===== src/design/aluPkg.sv =====
/*
 * Byte-serial ALU shared types
 * Widths, opcodes, command and flag layouts, sequencer states
 */
`default_nettype none

package aluPkg;

  // Host byte and register word
  typedef logic [7:0]  byteT;
  typedef logic [15:0] wordT;

  typedef enum logic [1:0] {
    opLoad = 2'd0,
    opAdd  = 2'd1,
    opSub  = 2'd2,
    opMul  = 2'd3
  } opT;

  // Command word as presented by the host
  typedef struct packed {
    opT   op;
    logic regSel;   // 0 = A, 1 = B
    logic byteSel;  // 0 = low, 1 = high
    logic write;    // opLoad only, 0 sets read select
    logic useA;     // add/sub operand is A instead of the byte
  } cmdT;

  typedef struct packed {
    logic carry;
    logic borrow;
  } flagsT;

  typedef enum logic [1:0] {
    sIdle    = 2'd0,
    sExec    = 2'd1,
    sMulStep = 2'd2,
    sDone    = 2'd3
  } seqStateT;

endpackage

`default_nettype wire


===== src/design/inputSync.sv =====
/*
 * Input synchroniser
 * Registers host data, command and start, and turns a rising start into a one-clock request
 */
`timescale 1ns/100ps
`default_nettype none

module inputSync import aluPkg::*; (
  input  wire  CLK,
  input  wire  RST,
  input  byteT dataIn,
  input  cmdT  cmd,
  input  wire  start,
  output byteT syncData,
  output cmdT  syncCmd,
  output logic startReq
);

  logic syncStart;
  logic prevStart;

  always_ff @(posedge CLK or negedge RST)
  begin
    if (!RST)
    begin
      syncData  <= '0;
      syncCmd   <= '0;
      syncStart <= 1'b0;
      prevStart <= 1'b0;
      startReq  <= 1'b0;
    end
    else
    begin
      // First stage
      syncData  <= dataIn;
      syncCmd   <= cmd;
      syncStart <= start;
      // Second stage, edge pulse
      prevStart <= syncStart;
      startReq  <= syncStart & ~prevStart;
    end
  end

endmodule

`default_nettype wire


===== src/design/opSequencer.sv =====
/*
 * Command sequencer
 * Accepts start requests, latches the command and issues register strobes
 * Multiply runs MulSteps steps, one operand bit per clock
 */
`timescale 1ns/100ps
`default_nettype none

module opSequencer import aluPkg::*; #(
  parameter int MulSteps = 8
) (
  input  wire  CLK,
  input  wire  RST,
  input  cmdT  syncCmd,
  input  byteT syncData,
  input  wire  startReq,
  output cmdT  curCmd,
  output byteT opByte,
  output logic loadEn,
  output logic selEn,
  output logic wordEn,
  output logic mulInit,
  output logic mulStep,
  output logic busy,
  output logic done
);

  localparam int CntW = (MulSteps > 1) ? $clog2(MulSteps) : 1;
  localparam logic [CntW-1:0] LastStep = CntW'(MulSteps - 1);

  seqStateT        state;
  logic [CntW-1:0] stepCnt;

  ////////////////////////////////////////////////////////////////////////////
  // State and latched command
  always_ff @(posedge CLK or negedge RST)
  begin
    if (!RST)
    begin
      state   <= sIdle;
      curCmd  <= '0;
      opByte  <= '0;
      stepCnt <= '0;
    end
    else
    begin
      case (state)
        sIdle, sDone:
        begin
          if (startReq)
          begin
            state   <= sExec;
            curCmd  <= syncCmd;
            opByte  <= syncData;
            stepCnt <= '0;
          end
        end
        sExec:
          state <= (curCmd.op == opMul) ? sMulStep : sDone;
        sMulStep:
        begin
          // Next multiplier bit moves down to bit 0
          opByte <= opByte >> 1;
          if (stepCnt == LastStep)
            state <= sDone;
          else
            stepCnt <= stepCnt + 1'b1;
        end
        default:
          state <= sIdle;
      endcase
    end
  end

  ////////////////////////////////////////////////////////////////////////////
  // Strobes, one per executed cycle
  always_comb
  begin
    loadEn  = 1'b0;
    selEn   = 1'b0;
    wordEn  = 1'b0;
    mulInit = 1'b0;
    if (state == sExec)
    begin
      case (curCmd.op)
        opLoad:
        begin
          if (curCmd.write)
            loadEn = 1'b1;
          else
            selEn = 1'b1;
        end
        opAdd:   wordEn = 1'b1;
        opSub:   wordEn = 1'b1;
        default: mulInit = 1'b1;
      endcase
    end
  end

  assign mulStep = (state == sMulStep);
  assign busy    = (state == sExec) || (state == sMulStep);
  assign done    = (state == sDone);

endmodule

`default_nettype wire


===== src/design/operandRegs.sv =====
/*
 * Operand registers
 * Holds A, B, the multiply shift copy and the read select, and drives the output byte
 */
`timescale 1ns/100ps
`default_nettype none

module operandRegs import aluPkg::*; (
  input  wire  CLK,
  input  wire  RST,
  input  cmdT  curCmd,
  input  byteT opByte,
  input  wordT sum,
  input  wire  loadEn,
  input  wire  selEn,
  input  wire  wordEn,
  input  wire  mulInit,
  input  wire  mulStep,
  output wordT regA,
  output wordT regB,
  output wordT mulShift,
  output byteT dataOut
);

  // {regSel, byteSel} of the last read-select command
  logic [1:0] readSel;

  always_ff @(posedge CLK or negedge RST)
  begin
    if (!RST)
    begin
      regA     <= '0;
      regB     <= '0;
      mulShift <= '0;
      readSel  <= 2'b00;
    end
    else
    begin
      if (loadEn)
      begin
        case ({curCmd.regSel, curCmd.byteSel})
          2'b00:   regA[7:0]  <= opByte;
          2'b01:   regA[15:8] <= opByte;
          2'b10:   regB[7:0]  <= opByte;
          default: regB[15:8] <= opByte;
        endcase
      end
      if (selEn)
        readSel <= {curCmd.regSel, curCmd.byteSel};
      // Add, sub and multiply steps all take the adder result
      if (wordEn || mulStep)
        regB <= sum;
      if (mulInit)
      begin
        regB     <= '0;
        mulShift <= regA;
      end
      else if (mulStep)
        mulShift <= {mulShift[14:0], 1'b0};
    end
  end

  // Output byte mux
  always_comb
  begin
    case (readSel)
      2'b00:   dataOut = regA[7:0];
      2'b01:   dataOut = regA[15:8];
      2'b10:   dataOut = regB[7:0];
      default: dataOut = regB[15:8];
    endcase
  end

endmodule

`default_nettype wire


===== src/design/arithUnit.sv =====
/*
 * Arithmetic unit
 * Adds to or subtracts from B, accumulates multiply partial products, keeps the flags
 */
`timescale 1ns/100ps
`default_nettype none

module arithUnit import aluPkg::*; (
  input  wire   CLK,
  input  wire   RST,
  input  cmdT   curCmd,
  input  byteT  opByte,
  input  wordT  regA,
  input  wordT  regB,
  input  wordT  mulShift,
  input  wire   wordEn,
  input  wire   mulInit,
  input  wire   bitTake,
  output wordT  sum,
  output flagsT flags
);

  wordT        operand;
  logic [16:0] result;

  // Operand source for add and sub
  assign operand = curCmd.useA ? regA : {8'h00, opByte};

  always_comb
  begin
    case (curCmd.op)
      opSub:   result = {1'b0, regB} - {1'b0, operand};
      opMul:   result = {1'b0, regB} + {1'b0, (bitTake ? mulShift : 16'h0000)};
      default: result = {1'b0, regB} + {1'b0, operand};
    endcase
  end

  assign sum = result[15:0];

  // Bit 16 is carry-out on add, borrow on sub
  always_ff @(posedge CLK or negedge RST)
  begin
    if (!RST)
      flags <= '0;
    else if (mulInit)
      flags <= '0;
    else if (wordEn)
    begin
      if (curCmd.op == opSub)
        flags.borrow <= result[16];
      else
        flags.carry <= result[16];
    end
  end

endmodule

`default_nettype wire


===== src/design/byteAlu.sv =====
/*
 * Byte-serial arithmetic unit, top level
 * Two 16-bit operand registers with byte load and read-back, add, sub and multiply
 */
`timescale 1ns/100ps
`default_nettype none

module byteAlu import aluPkg::*; #(
  parameter int MulSteps = 8
) (
  input  wire   CLK,
  input  wire   RST,
  input  byteT  dataIn,
  input  cmdT   cmd,
  input  wire   start,
  output byteT  dataOut,
  output flagsT flags,
  output logic  busy,
  output logic  done
);

  byteT syncData;
  byteT opByte;
  cmdT  syncCmd;
  cmdT  curCmd;
  wordT regA;
  wordT regB;
  wordT mulShift;
  wordT sum;
  logic startReq;
  logic loadEn;
  logic selEn;
  logic wordEn;
  logic mulInit;
  logic mulStep;

  inputSync uSync (
    .CLK      (CLK),
    .RST      (RST),
    .dataIn   (dataIn),
    .cmd      (cmd),
    .start    (start),
    .syncData (syncData),
    .syncCmd  (syncCmd),
    .startReq (startReq)
  );

  opSequencer #(
    .MulSteps (MulSteps)
  ) uSeq (
    .CLK      (CLK),
    .RST      (RST),
    .syncCmd  (syncCmd),
    .syncData (syncData),
    .startReq (startReq),
    .curCmd   (curCmd),
    .opByte   (opByte),
    .loadEn   (loadEn),
    .selEn    (selEn),
    .wordEn   (wordEn),
    .mulInit  (mulInit),
    .mulStep  (mulStep),
    .busy     (busy),
    .done     (done)
  );

  operandRegs uRegs (
    .CLK      (CLK),
    .RST      (RST),
    .curCmd   (curCmd),
    .opByte   (opByte),
    .sum      (sum),
    .loadEn   (loadEn),
    .selEn    (selEn),
    .wordEn   (wordEn),
    .mulInit  (mulInit),
    .mulStep  (mulStep),
    .regA     (regA),
    .regB     (regB),
    .mulShift (mulShift),
    .dataOut  (dataOut)
  );

  // Current multiplier bit sits in bit 0 during a step
  arithUnit uArith (
    .CLK      (CLK),
    .RST      (RST),
    .curCmd   (curCmd),
    .opByte   (opByte),
    .regA     (regA),
    .regB     (regB),
    .mulShift (mulShift),
    .wordEn   (wordEn),
    .mulInit  (mulInit),
    .bitTake  (mulStep & opByte[0]),
    .sum      (sum),
    .flags    (flags)
  );

endmodule

`default_nettype wire


===== config.mk =====
export PLATFORM = sky130hd
export DESIGN_NAME = byteAlu
export DESIGN_NICKNAME = d
export VERILOG_FILES = /design/src/design/aluPkg.sv /design/src/design/inputSync.sv /design/src/design/opSequencer.sv /design/src/design/operandRegs.sv /design/src/design/arithUnit.sv /design/src/design/byteAlu.sv
export SDC_FILE = /design/constraint.sdc
export NUM_CORES = 1
export LEC_CHECK = 0
export ABC_AREA = 1
export BUFFER_PORTS_ARGS = -buffer_cell sky130_fd_sc_hd__buf_2
export CORE_ASPECT_RATIO = 1.4
export CORE_MARGIN = 2
export CORE_UTILIZATION = 30
export DETAILED_ROUTE_END_ITERATION = 6
export GPL_TIMING_DRIVEN = 0
export HOLD_SLACK_MARGIN = 0.1
export PLACE_DENSITY = 0.45
export SLEW_MARGIN = 10
export SYNTH_ARGS = -nofsm -noshare
export SYNTH_HDL_FRONTEND = slang
export SYNTH_HIERARCHICAL = 1
export SYNTH_SLANG_ARGS = --single-unit

===== constraint.sdc =====
create_clock -name CLK -period 7.05 [get_ports CLK]
set_input_delay 0.3525 -clock CLK [delete_from_list [all_inputs] [get_ports CLK]]
set_output_delay 0.3525 -clock CLK [all_outputs]
set_load 0.02 [all_outputs]

==> flow_summary.yaml <==
run_status:
  status: "completed"
pwr:
  p_leak_nw: 3.56
  powerDensity_nw_per_um2: 542
  fin_total_pwr_w: 0.00367
  ir_drop_v: 0.000239
clocking:
  clock_latency_ns: 0.35
  cts_inserted_buffers: 9
  htreeDepth: 3
  cts-root-buf: "clkbuf_16"
  clkSinkCount: 88
  tritoncts: "yes"
  clkTransAtPathRegs_ns: 0.07
  clock_path_buffers: 2
  post_cts_resized: 0
setup_path:
  ff2ff_setup_slack_ns: 2.83
  crit_required_ns: 7.34
  worst_r2r_endpoint: "uRegs/regB[13]"
  path_common_cell: "nand2_1"
  cp_max_fo: 10
  reg2reg_depth: 23
  setup.worst_path.start_class: "flip-flop"
  cp_cell_sequence: "inv_1 -> ha_1 -> nand2_1 -> inv_1 -> clkbuf_1 -> clkbuf_1 -> a21oi_1 -> a211oi_1 -> ha_1 -> nand2_1 -> o21ai_0 -> nand2_1 -> nand2_1 -> nand2_1 -> nand2_1 -> nand2_1 -> nand2_1 -> nand2_1 -> nand2_1 -> o21ai_0 -> nand2_1 -> nand2_1 -> nand2_1"
  critPathKind: "reg2reg"
  critical_path.startpoint: "uSeq/state[0]"
  crit_path_end_kind: "flip-flop"
  r2r-start: "uSeq/state[0]"
  arrival_ns: 4.50
  max_stage_delay_ns: 0.76
  slowest_stage: "a211oi_1"
logic_synthesis:
  syn_area_per_cell_sq_um: 7.20
  synth.distinct_cells: 42
  synth-async-reset-ratio_pct: 100
  synth_edf_count: 0
  synthFlopType: "dfrtp_1"
  ys_seq_elements: 88
  ys_seq_area_share_pct: 37.9
  synth_cells: 807
  syn-cell-area_sq_um: 5810
  yosys_warnings: 6
  syn_nets: 851
  yosysTopAreaCell: "dfrtp_1"
  synth_top_area_share_pct: 37.9
  ys_top_cells_by_area: "dfrtp_1 (38%), nand2_1 (18%), ha_1 (5.6%), inv_1 (5.4%), nand3_1 (5.1%)"
sta:
  tightest_slew_ns: 0.889
  post-route-period-util_pct: 59.8
  hold-worst-slack_ns: 0.374
  setup_slack_ns: 2.83
  timing.final.crit_period_ns: 4.22
  skew_ns: 0.0141
  max_freq_mhz: 237
  drv_slew: 0
  hold_viol_final: 0
  setup_tns_ns: 0
  setup_viol: 0
  rsz0062_at_grt: "false"
  timing.slew.headroom_pct: 40.4
cells_and_area:
  fin_area_sq_um: 6770
  drive_gt1_share_pct: 11.9
  area_growth_pct: 16.5
  nets: 907
  antennaDiodeCount: 0
  fill_cells: 2055
min_path:
  hp-class: "reg2reg"
  whs_path_depth: 0
  hold_end: "uSync/prevStart"
  holdCritStartpoint: "uSync/syncStart"
floorplan:
  ios: 29
  fp.dieW_um: 122
  rows: 60
  die-height_um: 169
  core-area_sq_um: 19100
  start_util_pct: 30.4
  fp.dieArea_sq_um: 20500
grt:
  grt_max_degree: 63
  antenna_found_initial: 0
  grt_pass1_wl_um: 29900
  grt_pass1_vias: 5303
  grt_overflow: 0
  grt_util_all_layers_pct: 19.4
route:
  drtIter0Drc: 353
  drt_wl_total_um: 19200
  ant_nets: 0
  num_vias: 5398
  drc: 0
  drtPass1Iterations: 5
  via_per_inst: 4.84
  wl_per_cell_um: 17.2
place:
  gp_congestion: 0.888
  port_buffers: 28
  dp_slack_ns: 2.91
  placed_area_sq_um: 6290
  dp_hpwl_um: 14600
flow_run:
  drv_cap: 0
placed cells by master (no fill, tap or decap), types with 16 or more instances in the layout:
cell,count
a21oi_1,37
buf_2,34
dfrtp_1,88
dlygate4sd3_1,16
ha_1,26
inv_1,84
nand2_1,274
nand3_1,59
nor2_1,55
o21ai_0,55
Yosys cell counts (6+ instances only):
library cell  count
inv_1            84
nand2_2           9
xor2_1           12
nand2_1         274
a21oi_1          37
nand4_1          11
nand3_2           6
nand3_1          59
dfrtp_1          88
o22ai_1          14
ha_1             26
buf_2             7
nor2_1           55
nand2_4           9
o21ai_0          55
nor2_2            7
worst max-delay path, delay by kind of cell (launching register included):
| kind | cells | cell delay [ns] |
|---|---|---|
| fa+ha+maj | 2 | 0.50 |
| simple gates | 13 | 1.03 |
| flops | 1 | 0.40 |
| compound gates | 4 | 1.37 |
| buf+inv | 4 | 0.84 |
where the power goes:
part           switching [W]  internal, W
Clock               0.000217     0.000314
Sequential          0.000265     0.000688
Combinational        0.00143     0.000756
routing by layer:
layer,share of wire [%],global-route usage (%)
met1,42,24.0
met5,0,0
met4,3.0,7.65
met3,3.3,2.02
met2,51,34.5
sequential cells by signal, indices dropped and copies added, names as in the netlist:
signal / flops
uArith/flags: 2
uRegs/mulShift: 16
uRegs/readSel: 2
uRegs/regA: 16
uRegs/regB: 16
uSeq/curCmd: 6
uSeq/opByte: 8
uSeq/state: 2
uSeq/stepCnt: 3
uSync/prevStart: 1
uSync/startReq: 1
uSync/syncCmd: 6
uSync/syncData: 8
uSync/syncStart: 1
how the worst max path moves through the flow:
stage                           endpoint  slack, ns  cells past startpoint
after floorplan           uRegs/regB[13]       4.04                     22
after global placement    uRegs/regB[11]       2.93                     20
after detailed placement  uRegs/regB[15]       2.91                     22
after CTS                 uRegs/regB[13]       2.89                     23
after global routing      uRegs/regB[15]       2.52                     23
final                     uRegs/regB[13]       2.83                     23
layout make-up:
cell class | instances | area (sq um) | share of cell area [%]
Buffer | 20 | 144 | 2.12
Tap cell | 248 | 310 | 4.58
Multi-Input combinational cell | 608 | 3120 | 46.1
Clock inverter | 6 | 91.3 | 1.35
Inverter | 91 | 344 | 5.08
Sequential cell | 88 | 2200 | 32.5
Clock buffer | 10 | 229 | 3.38
Timing Repair Buffer | 45 | 330 | 4.88
what timing repair did:
action	in CTS	in global routing
endpoints found under the hold margin	41	0
buffers inserted	0	0
hold buffers	16	0
through the flow:
stage	utilization, %	instances
global route	35.4	1116
CTS	35.4	1116
floorplan	-	807
detailed placement	32.9	1084
finish	35.4	1116
global placement	32.7	1083
kinds of logic (layout without fill, tap and decap cells):
logic type                 after synthesis  after routing  synth area share (%)
buffers and inverters                  111            172                  8.40
adders and majority gates               27             27                  5.94
and+or+nand+nor                        442            442                  33.8
xor gates and xnor gates                17             17                  2.56
AOI/OAI and AO/OA                      122            122                  11.4
DFF                                     88             88                  37.9
Power figures use the tool's default switching activity.
